`src/hw/ex_pkg.sv`:
```
// shared widths, opcode and funct3 encodings and the packed buses of the execute stage
`default_nettype none

package ex_pkg;

    localparam int XLEN       = 32;
    localparam int REG_ADDR_W = 5;

    localparam logic [6:0] FUNCT7_MULDIV = 7'b0000001;  // M extension marker

    // major opcodes handled by the stage
    typedef enum logic [6:0] {
        OP_IMM = 7'b0010011,
        OP     = 7'b0110011,
        BRANCH = 7'b1100011,
        JAL    = 7'b1101111,
        JALR   = 7'b1100111,
        LUI    = 7'b0110111,
        AUIPC  = 7'b0010111
    } opcode_e;

    typedef enum logic [2:0] {
        ADD_SUB = 3'b000,
        SLL     = 3'b001,
        SLT     = 3'b010,
        SLTU    = 3'b011,
        XOR     = 3'b100,
        SR      = 3'b101,  // srl or sra by bit 30
        OR      = 3'b110,
        AND     = 3'b111
    } alu_f3_e;

    typedef enum logic [2:0] {
        BEQ  = 3'b000,
        BNE  = 3'b001,
        BLT  = 3'b100,
        BGE  = 3'b101,
        BLTU = 3'b110,
        BGEU = 3'b111
    } branch_f3_e;

    typedef enum logic [2:0] {
        MUL    = 3'b000,
        MULH   = 3'b001,
        MULHSU = 3'b010,
        MULHU  = 3'b011
    } mul_f3_e;

    typedef enum logic [1:0] {
        IDLE,
        BUSY,
        DONE
    } mult_state_e;

    // one decoded instruction with its register reads
    typedef struct packed {
        logic [XLEN-1:0]       inst;
        logic [XLEN-1:0]       inst_addr;
        logic [REG_ADDR_W-1:0] rs1_addr;
        logic [XLEN-1:0]       rs1_data;
        logic [REG_ADDR_W-1:0] rs2_addr;
        logic [XLEN-1:0]       rs2_data;
        logic [REG_ADDR_W-1:0] rd_addr;
    } ex_issue_t;

    typedef struct packed {
        logic                  wen;
        logic [REG_ADDR_W-1:0] waddr;
        logic [XLEN-1:0]       wdata;
    } bypass_t;

    typedef struct packed {
        logic                  we;
        logic [REG_ADDR_W-1:0] waddr;
        logic [XLEN-1:0]       wdata;
    } wb_t;

    // rs1_val carries forwarded rs1 for branch compares, where op1 is the pc
    typedef struct packed {
        logic [XLEN-1:0] op1;
        logic [XLEN-1:0] op2;
        logic [XLEN-1:0] rs1_val;
        logic [XLEN-1:0] rs2_val;
    } operands_t;

endpackage

`default_nettype wire
```
`src/hw/ex_stage.sv`:
```
// execute stage top, joins operand select, alu and multiplier and registers the writeback
`timescale 1ns/1ns
`default_nettype none

module ex_stage
    import ex_pkg::*;
#(
    parameter int MULT_STEP_BITS = 2
) (
    input  logic            clk_i,
    input  logic            reset_i,
    input  ex_issue_t       issue_i,
    input  bypass_t         bypass_i,
    output logic            ready_o,
    output logic            jump_flag_o,
    output logic [XLEN-1:0] jump_addr_o,
    output wb_t             wb_o
);

    opcode_e               opcode;
    logic [2:0]            funct3;
    logic                  is_mul;
    operands_t             ops;
    logic [XLEN-1:0]       alu_result;
    logic                  alu_we;
    logic [XLEN-1:0]       mult_result;
    logic                  mult_ready;
    logic                  wr_en;
    logic [XLEN-1:0]       wr_data;
    logic                  wb_we_q;
    logic [REG_ADDR_W-1:0] wb_waddr_q;
    logic [XLEN-1:0]       wb_wdata_q;

    ex_operands u_operands (
        .issue_i (issue_i),
        .bypass_i(bypass_i),
        .opcode_o(opcode),
        .funct3_o(funct3),
        .is_mul_o(is_mul),
        .ops_o   (ops)
    );

    ex_alu u_alu (
        .opcode_i   (opcode),
        .funct3_i   (funct3),
        .inst_i     (issue_i.inst),
        .inst_addr_i(issue_i.inst_addr),
        .ops_i      (ops),
        .result_o   (alu_result),
        .we_o       (alu_we),
        .jump_flag_o(jump_flag_o),
        .jump_addr_o(jump_addr_o)
    );

    ex_mult #(
        .MULT_STEP_BITS(MULT_STEP_BITS)
    ) u_mult (
        .clk_i         (clk_i),
        .reset_i       (reset_i),
        .op_i          (mul_f3_e'(funct3)),
        .valid_i       (is_mul),
        .multiplicand_i(ops.op1),
        .multiplier_i  (ops.op2),
        .result_o      (mult_result),
        .ready_o       (mult_ready)
    );

    assign ready_o = ~is_mul | mult_ready;  // stall while the product is pending
    assign wr_data = is_mul ? mult_result : alu_result;
    assign wr_en   = (is_mul ? mult_ready : alu_we) && (|issue_i.rd_addr);  // no x0 writes

    always_ff @(posedge clk_i) begin
        if (reset_i) wb_we_q <= 1'b0;
        else         wb_we_q <= wr_en;
    end

    always_ff @(posedge clk_i) begin
        if (wr_en) begin
            wb_waddr_q <= issue_i.rd_addr;
            wb_wdata_q <= wr_data;
        end
    end

    assign wb_o = '{we: wb_we_q, waddr: wb_waddr_q, wdata: wb_wdata_q};

endmodule

`default_nettype wire

```
`src/hw/ex_mult.sv`:
```
// iterative shift-add multiplier for mul, mulh, mulhsu and mulhu with a valid/ready handshake
`timescale 1ns/1ns
`default_nettype none

module ex_mult
    import ex_pkg::*;
#(
    parameter int MULT_STEP_BITS = 2
) (
    input  logic            clk_i,
    input  logic            reset_i,
    input  mul_f3_e         op_i,
    input  logic            valid_i,
    input  logic [XLEN-1:0] multiplicand_i,
    input  logic [XLEN-1:0] multiplier_i,
    output logic [XLEN-1:0] result_o,
    output logic            ready_o
);

    localparam int STEPS = XLEN / MULT_STEP_BITS;
    localparam int CNT_W = $clog2(STEPS + 1);

    mult_state_e         state_q;
    logic [CNT_W-1:0]    count_q;
    mul_f3_e             op_q;
    logic                neg_q;
    logic [2*XLEN-1:0]   mcand_q;
    logic [XLEN-1:0]     mplier_q;
    logic [2*XLEN-1:0]   prod_q;
    logic [2*XLEN-1:0]   partial;
    logic [2*XLEN-1:0]   signed_prod;
    logic                a_neg;
    logic                b_neg;
    logic [XLEN-1:0]     abs_a;
    logic [XLEN-1:0]     abs_b;

    // rs1 is signed except for mulhu, rs2 only for mul and mulh
    always_comb begin
        a_neg = multiplicand_i[XLEN-1] && (op_i != MULHU);
        b_neg = multiplier_i[XLEN-1] && (op_i == MUL || op_i == MULH);
        abs_a = a_neg ? -multiplicand_i : multiplicand_i;
        abs_b = b_neg ? -multiplier_i : multiplier_i;
    end

    always_comb begin
        partial = '0;
        for (int j = 0; j < MULT_STEP_BITS; j++) begin
            if (mplier_q[j]) partial = partial + (mcand_q << j);
        end
    end

    always_ff @(posedge clk_i) begin
        if (reset_i) begin
            state_q <= IDLE;
            count_q <= '0;
        end else begin
            case (state_q)
                IDLE: if (valid_i) begin
                    state_q <= BUSY;
                    count_q <= '0;
                end
                BUSY: begin
                    count_q <= count_q + 1'b1;
                    if (count_q == CNT_W'(STEPS - 1)) state_q <= DONE;
                end
                default: state_q <= IDLE;  // one-cycle result pulse
            endcase
        end
    end

    always_ff @(posedge clk_i) begin
        if (state_q == IDLE && valid_i) begin
            op_q     <= op_i;
            neg_q    <= a_neg ^ b_neg;
            mcand_q  <= {{XLEN{1'b0}}, abs_a};
            mplier_q <= abs_b;
            prod_q   <= '0;
        end else if (state_q == BUSY) begin
            prod_q   <= prod_q + partial;
            mcand_q  <= mcand_q << MULT_STEP_BITS;
            mplier_q <= mplier_q >> MULT_STEP_BITS;
        end
    end

    assign signed_prod = neg_q ? -prod_q : prod_q;
    assign result_o    = (op_q == MUL) ? signed_prod[XLEN-1:0] : signed_prod[2*XLEN-1:XLEN];
    assign ready_o     = (state_q == DONE);

endmodule

`default_nettype wire

```
`src/hw/ex_alu.sv`:
```
// single-cycle integer datapath with branch compare and jump target generation
`timescale 1ns/1ns
`default_nettype none

module ex_alu
    import ex_pkg::*;
(
    input  opcode_e         opcode_i,
    input  logic [2:0]      funct3_i,
    input  logic [XLEN-1:0] inst_i,
    input  logic [XLEN-1:0] inst_addr_i,
    input  operands_t       ops_i,
    output logic [XLEN-1:0] result_o,
    output logic            we_o,
    output logic            jump_flag_o,
    output logic [XLEN-1:0] jump_addr_o
);

    logic [XLEN-1:0] op1;
    logic [XLEN-1:0] op2;
    logic [XLEN-1:0] sum;
    logic [XLEN-1:0] diff;
    logic [4:0]      shamt;
    logic [XLEN-1:0] sll_res;
    logic [XLEN-1:0] srl_res;
    logic [XLEN-1:0] sra_res;
    logic [XLEN-1:0] cmp_a;
    logic [XLEN-1:0] cmp_b;
    logic            lt_s;
    logic            lt_u;
    logic            eq;
    logic [XLEN-1:0] link_addr;
    logic            take;
    logic [XLEN-1:0] target;

    always_comb begin
        op1       = ops_i.op1;
        op2       = ops_i.op2;
        sum       = op1 + op2;
        diff      = op1 - op2;
        link_addr = inst_addr_i + XLEN'(4);
    end

    // shamt from rs2 or the low I immediate bits
    always_comb begin
        shamt   = op2[4:0];
        sll_res = op1 << shamt;
        srl_res = op1 >> shamt;
        sra_res = $signed(op1) >>> shamt;  // fills with op1[31]
    end

    // branches compare the registers, slt/slti compare the operands
    always_comb begin
        cmp_a = (opcode_i == BRANCH) ? ops_i.rs1_val : op1;
        cmp_b = (opcode_i == BRANCH) ? ops_i.rs2_val : op2;
        lt_s  = $signed(cmp_a) < $signed(cmp_b);
        lt_u  = cmp_a < cmp_b;
        eq    = cmp_a == cmp_b;
    end

    always_comb begin
        result_o = '0;
        we_o     = 1'b0;
        take     = 1'b0;
        target   = sum;
        case (opcode_i)
            OP_IMM, OP: begin
                we_o = 1'b1;  // mul writes are sorted out by the stage
                case (alu_f3_e'(funct3_i))
                    ADD_SUB: result_o = (opcode_i == OP && inst_i[30]) ? diff : sum;
                    SLL:     result_o = sll_res;
                    SLT:     result_o = {{(XLEN-1){1'b0}}, lt_s};
                    SLTU:    result_o = {{(XLEN-1){1'b0}}, lt_u};
                    XOR:     result_o = op1 ^ op2;
                    SR:      result_o = inst_i[30] ? sra_res : srl_res;
                    OR:      result_o = op1 | op2;
                    AND:     result_o = op1 & op2;
                    default: ;
                endcase
            end
            BRANCH: begin
                case (branch_f3_e'(funct3_i))
                    BEQ:     take = eq;
                    BNE:     take = ~eq;
                    BLT:     take = lt_s;
                    BGE:     take = ~lt_s;
                    BLTU:    take = lt_u;
                    BGEU:    take = ~lt_u;
                    default: take = 1'b0;
                endcase
            end
            JAL: begin
                we_o     = 1'b1;
                take     = 1'b1;
                result_o = link_addr;
            end
            JALR: begin
                we_o     = 1'b1;
                take     = 1'b1;
                result_o = link_addr;
                target   = {sum[XLEN-1:1], 1'b0};
            end
            LUI, AUIPC: begin
                we_o     = 1'b1;
                result_o = sum;
            end
            default: ;
        endcase
    end

    assign jump_flag_o = take;
    assign jump_addr_o = take ? target : '0;

endmodule

`default_nettype wire

```
`src/hw/ex_operands.sv`:
```
// field decode, bypass forwarding and operand selection feeding the alu and multiplier
`timescale 1ns/1ns
`default_nettype none

module ex_operands
    import ex_pkg::*;
(
    input  ex_issue_t  issue_i,
    input  bypass_t    bypass_i,
    output opcode_e    opcode_o,
    output logic [2:0] funct3_o,
    output logic       is_mul_o,
    output operands_t  ops_o
);

    logic [XLEN-1:0] inst;
    logic [6:0]      funct7;
    logic [XLEN-1:0] imm_i;
    logic [XLEN-1:0] imm_b;
    logic [XLEN-1:0] imm_j;
    logic [XLEN-1:0] imm_u;
    logic [XLEN-1:0] rs1_val;
    logic [XLEN-1:0] rs2_val;
    logic            fwd_rs1;
    logic            fwd_rs2;

    always_comb begin
        inst     = issue_i.inst;
        opcode_o = opcode_e'(inst[6:0]);
        funct3_o = inst[14:12];
        funct7   = inst[31:25];
    end

    always_comb begin
        imm_i = {{20{inst[31]}}, inst[31:20]};
        imm_b = {{20{inst[31]}}, inst[7], inst[30:25], inst[11:8], 1'b0};
        imm_j = {{12{inst[31]}}, inst[19:12], inst[20], inst[30:21], 1'b0};
        imm_u = {inst[31:12], 12'b0};
    end

    // x0 is never forwarded
    always_comb begin
        fwd_rs1 = bypass_i.wen && (|bypass_i.waddr) && (bypass_i.waddr == issue_i.rs1_addr);
        fwd_rs2 = bypass_i.wen && (|bypass_i.waddr) && (bypass_i.waddr == issue_i.rs2_addr);
        rs1_val = fwd_rs1 ? bypass_i.wdata : issue_i.rs1_data;
        rs2_val = fwd_rs2 ? bypass_i.wdata : issue_i.rs2_data;
    end

    assign is_mul_o = (opcode_o == OP) && (funct7 == FUNCT7_MULDIV);

    always_comb begin
        ops_o         = '0;
        ops_o.rs1_val = rs1_val;
        ops_o.rs2_val = rs2_val;
        case (opcode_o)
            OP_IMM, JALR: begin
                ops_o.op1 = rs1_val;
                ops_o.op2 = imm_i;
            end
            OP: begin
                ops_o.op1 = rs1_val;
                ops_o.op2 = rs2_val;
            end
            BRANCH: begin
                ops_o.op1 = issue_i.inst_addr;
                ops_o.op2 = imm_b;
            end
            JAL: begin
                ops_o.op1 = issue_i.inst_addr;
                ops_o.op2 = imm_j;
            end
            LUI:   ops_o.op1 = imm_u;  // op2 stays zero
            AUIPC: begin
                ops_o.op1 = issue_i.inst_addr;
                ops_o.op2 = imm_u;
            end
            default: ;
        endcase
    end

endmodule

`default_nettype wire

```
`config.mk`:
```
export PLATFORM = sky130hd
export DESIGN_NAME = ex_stage
export DESIGN_NICKNAME = d
export VERILOG_FILES = /design/src/hw/ex_pkg.sv /design/src/hw/ex_stage.sv /design/src/hw/ex_mult.sv /design/src/hw/ex_alu.sv /design/src/hw/ex_operands.sv
export SDC_FILE = /design/constraint.sdc
export NUM_CORES = 2
export LEC_CHECK = 0
export BUFFER_PORTS_ARGS = -buffer_cell sky130_fd_sc_hd__buf_2
export CORE_ASPECT_RATIO = 1.1
export CORE_UTILIZATION = 45
export CTS_CLUSTER_DIAMETER = 200
export DETAILED_ROUTE_END_ITERATION = 10
export GPL_TIMING_DRIVEN = 0
export SLEW_MARGIN = 20
export SYNTH_ARGS = -nofsm -noshare
export SYNTH_HDL_FRONTEND = slang
export SYNTH_SLANG_ARGS = --single-unit
```
`constraint.sdc`:
```
create_clock -name clk_i -period 7.39 [get_ports clk_i]
set_input_delay 1.1085 -clock clk_i [delete_from_list [all_inputs] [get_ports clk_i]]
set_output_delay 1.1085 -clock clk_i [all_outputs]
set_load 0.01 [all_outputs]
```
# After elaboration in Yosys (flattened, before gate mapping)
# Index checks and enable logic that the tools add are counted.
# totals
register_bits	209
input_bits	183
output_inout_bits	72
wordCells	116
# op_classes
addsub	9
n_lt_le_gt_ge	2
n_eq_ne	24
shifts	3
muxes	32
n_bitwise	9
n_reduce_logical	26
# ops
operator	count
two-way mux 32 bit	15
one-hot mux 32 bit (8 select lines)	1
two-way mux 64 bit	3
one-hot mux 32 bit (3 select lines)	2
one-hot mux 32 bit (5 select lines)	1
adder 64 bit	2
< comparator 32 bit	2
negator 32 bit	2
negator 64 bit	1
adder 32 x 3 -> 32 bit (second input constant)	1
adder 32 bit	1
AND 32 bit	1
equality test 32 bit	1
bitwise OR 32 bit	1
<< shifter 32 x 5 -> 32 bit	1
right shift 32 x 5 -> 32 bit	1
>>> shifter 32 x 5 -> 32 bit	1
subtractor 32 bit	1
XOR 32 bit	1
equality test 7 bit (second input constant)	3
equality test 7 x 5 -> 1 bit (second input constant)	2
equality test 7 x 6 -> 1 bit (second input constant)	2
equality test 3 bit (second input constant)	4
equality test 5 bit	2
other kinds (30)	53

# Depth between registers and ports, before layout
# logic_depth
ltp_word	11
ltp_mapped	31
mapped_depth_nobuf	28

# Modules after synthesis
# A second synthesis with hierarchy kept.
# unflattened
cells_unflattened	4661
area_unflattened_um2	34772.1
# by_module_without_submodules
mod	n_inst	cells_each	area_per_inst_um2	seq_area_each_um2
ex_mult	1	2457	17984.7	4103.9
ex_alu	1	1744	11947.7	0.0
ex_operands	1	379	3121.7	0.0
ex_stage	1	81	1717.9	1131.1

# Least setup slack after synthesis
# No wires, ideal clock.
# synth_timing
path_kind	input to output
from	in bypass_i[33] in the netlist's numbering
to	out jump_addr_o[31]
arrival_time_ns	5.901
required_ns	6.281
setup_slack_ns	0.381
stages	21
n_path_buf	5
cell_sequence	or4_4 o21ai_4 nor3_2 buf_6 mux2i_1 o21ai_0 clkbuf_1 clkbuf_1 buf_1 buf_2 ha_1 or4_1 a21oi_1 o31a_1 o311ai_0 nand4_1 o211ai_1 a31oi_1 o21bai_1 xor2_1 nor2b_1
# synth_between
elab_chain_len	11
word_cells_on_any_way	22
classes_between	add/sub: 1; order compare: 2; eq/ne: 3; mux: 9; bitwise: 3; reduce/logical: 4
# synth_rtl
item	line	text
from (decl)	ex_stage.sv:13	input bypass_t bypass_i,
OR reduction 5 bit	ex_operands.sv:43, ex_operands.sv:44	
logical AND 1 bit	ex_operands.sv:43, ex_operands.sv:44	
logical AND 1 bit (on tied branches)	ex_operands.sv:44, ex_operands.sv:43	
two-way mux 32 bit (on tied branches)	ex_operands.sv:46, ex_operands.sv:45	
one-hot mux 32 bit (5 select lines) / one-hot mux 32 bit (3 select lines) (equally long branches)	ex_operands.sv:55	case (opcode_o)
two-way mux 32 bit (on tied branches)	ex_alu.sv:55, ex_alu.sv:54	
< comparator 32 bit, or another cell as far along	ex_alu.sv:57	lt_u = cmp_a < cmp_b;
NOT 1 bit (on tied branches)	ex_alu.sv:88, ex_alu.sv:84, ex_alu.sv:86	
one-hot mux 1 bit (6 select lines)	ex_alu.sv:82	case (branch_f3_e'(funct3_i))
one-hot mux 1 bit (2 select lines)	ex_alu.sv:66	case (opcode_i)
two-way mux 32 bit *	ex_alu.sv:112	assign jump_addr_o = take ? target : '0;
to (decl)	ex_stage.sv:16	output logic [XLEN-1:0] jump_addr_o,
# Every way passes the cells marked *; elsewhere a longest branch is shown, timed or not.

# Worst setup path after layout
# Ends and elaborated chain as after synthesis.

==> results.ini <==
[synthesis]
synthFlopType = edfxtp_1
synth_edf_count = 105
synthArstFlopShare_pct = 0
synth_area_leaders = ha_1 (11%), edfxtp_1 (10%), a21oi_1 (6.9%)
ys_seq_area_share_pct = 16.6
synth_area_mm2 = 0.0316
synth_cells = 4416
ys_warn_count = 0
yosysTopAreaCell = ha_1
synthesis.nets = 4872
synthDistinctLibCells = 101
yosys_register_bits = 209
synth_top_area_share_pct = 10.7
avgSynthCellArea_um2 = 7.15

[floorplanning]
chipWidth_um = 255
core-area_mm2 = 0.0693
row_count = 101
start_util_pct = 45.6
dieArea_mm2 = 0.0713
die_y_um = 280
pin_count = 255

[timing]
setup_tns_ns = -0.0290
rsz0062_at_grt = true
period_needed_ns = 7.42
setup_viol = 1
worst_pin_slew_ns = 1.23
drv_slew = 0
slew_headroom_pct = 18.1
post-route-period-util_pct = 100
hold_violations = 0
max_freq_ghz = 0.135
skew_ns = 0.0309
layout_setup_ws_ns = -0.0290

[worst_setup_path]
worstPathArrival_ns = 6.31
crit_slowest_cell = or4_4
path_depth = 22
crit_required_ns = 6.28
worstPathMaxFanout = 10
cp-start-kind = primary input
path_class = in2out
ff2ff_path_depth = 28
cp_top_family = compound AO/OA/AOI/OAI gates
path_cells = buf_2 -> or4_4 -> o21ai_4 -> nor3_4 -> buf_8 -> mux2i_2 -> o21ai_4 -> clkbuf_8 -> clkbuf_8 -> buf_12 -> ha_4 -> or4_1 -> o21ai_0 -> o31a_1 -> o311ai_4 -> nand4_1 -> o211ai_1 -> a31oi_1 -> o21bai_1 -> xor2_2 -> nor2b_4 -> buf_6
r2r_slack_ns = 0.22
slowest_delay_ns = 0.55
endpoint_kind = primary output
crit_buf_inv = 6

[power]
irDropWorstVdd_v = 0.000127
p_per_area_mw_per_mm2 = 145
leakage_nw = 15.3

[route]
routed_wl_mm = 178
viasPerCell = 6.73
num_vias = 38700
drcViolationCount = 0
wl_per_cell_um = 30.9
firstDrtPassIters = 9
initialDrtViolationCount = 4992
ant_nets = 0

[worst_hold_path]
hold_depth = 2
hold_class = reg2reg

[clock_network]
clock-sinks = 209
cts.clk_slew.worst_paths_ns = 0.06
hold_buffers = 0
cts_tree = done
htreeDepth = 1
clockBufferDepth = 3
clk_latency_ns = 0.57
cts_made_buffers = 26
cts-root-buf = clkbuf_16

[layout]
final_cell_mix = nand2_1 (578), a21oi_1 (431), nor2_1 (351)
final_cells = 5749
drive_above_1_share_pct = 15.3
nNetsFinal = 5248
final_common_cell = nand2_1
area_growth_pct = 17.8

[grt]
grt_pass1_vias = 36200
antenna_found_initial = 11
grt_usage_pct = 48.3
gr-total-overflow = 0
grt_max_degree = 62
grt_pass1_wl_mm = 249

[placement]
dp_cells = 5607
place_congestion = 1.16
hpwl_mm = 143
port_buffers = 251

[status]
violations = negative setup slack
status = finished with violations

[run]
drv_cap = 0

==> worst min-delay path: cells and delay by family (launching register included) <==
family / cells / cell delay, ns
AND/OR/NAND/NOR: 1 / 0.06
AO/OA/AOI/OAI: 1 / 0.06
flip-flops: 1 / 0.32
==> layout make-up <==
cell class / count / area (um^2)
diodes: 10 / 25.0
plain buffers: 257 / 1360
clock buffers: 33 / 739
clock inverters: 15 / 198
fillers: 7045 / 32000
inverters: 155 / 616
multi-input cells: 3775 / 25600
flip-flops and latches: 209 / 5240
well taps: 927 / 1160
repair buffers: 368 / 2260
==> per-layer routing <==
metal  routed length (um)  up-vias  track usage (%)
met3                19300      841             14.0
met5                   34        -                0
met4                20400        6             45.2
met1                63500    18200             54.1
met2                74500     2645             73.3
li1                     -    17000                -
==> synthesized netlist by cell type (99+ instances only) <==
cell and number:
nor2_1 365, edfxtp_1 105, nor3_1 116, a21oi_1 438
a21o_1 120, xnor2_1 222, xor2_1 99, o21ai_0 360
dfxtp_1 104, inv_1 143, nand2_1 580, ha_1 269
clkbuf_1 208
==> final timing paths <==
kind / from / endpoint
min: u_mult.mcand_q[63] / u_mult.mcand_q[63]
max: bypass_i[33] / jump_addr_o[31]
max reg2reg: u_mult.mplier_q[0] / u_mult.prod_q[63]
min reg2reg: u_mult.mcand_q[63] / u_mult.mcand_q[63]
==> power by group <==
group          leakage (nW)  switching, W  internal, W
sequential             1.79      0.000209      0.00132
combinational          13.1       0.00150     0.000937
clock                 0.455      0.000577     0.000853
==> repair_timing <==
| item | CTS | global route |
|---|---|---|
| setup buffers | 64 | 39 |
| setup endpoints to repair | 87 | 44 |
| cloned | 1 | 0 |
| resized for setup | 239 | 92 |
| pin swaps | 42 | 39 |
==> state kept, by name (all words and copies together) (netlist names) <==
register         count
u_mult.prod_q       64
u_mult.mplier_q     32
u_mult.state_q       2
wb_we_q              1
wb_waddr_q           5
u_mult.count_q       5
u_mult.op_q          3
wb_wdata_q          32
u_mult.mcand_q      64
u_mult.neg_q         1
==> stage by stage <==
stage	total power [W]	util [%]	hold slack, ns	cell area (um^2)	setup WS (ns)
2_1_floorplan	0.00305	-	0.437	31600	0.381
3_3_place_gp	0.00376	49.1	0.457	34000	-3.77
3_5_place_dp	0.00378	49.5	0.470	34200	-3.67
4_1_cts	0.00526	52.8	0.479	36600	-0.0360
5_1_grt	0.00562	53.7	0.509	37200	-0.0189
6_report	0.00540	53.7	0.479	37200	-0.0290
==> cells by family after synthesis <==
group / Yosys count / share of synthesized area [%]
fa+ha+maj: 273 / 10.9
simple gates: 1493 / 22.0
flops: 209 / 16.6
mux: 124 / 4.31
compound gates: 1564 / 31.9
buf+inv: 432 / 5.42
xor+xnor: 321 / 8.90
(Power assumes the default switching activity.)
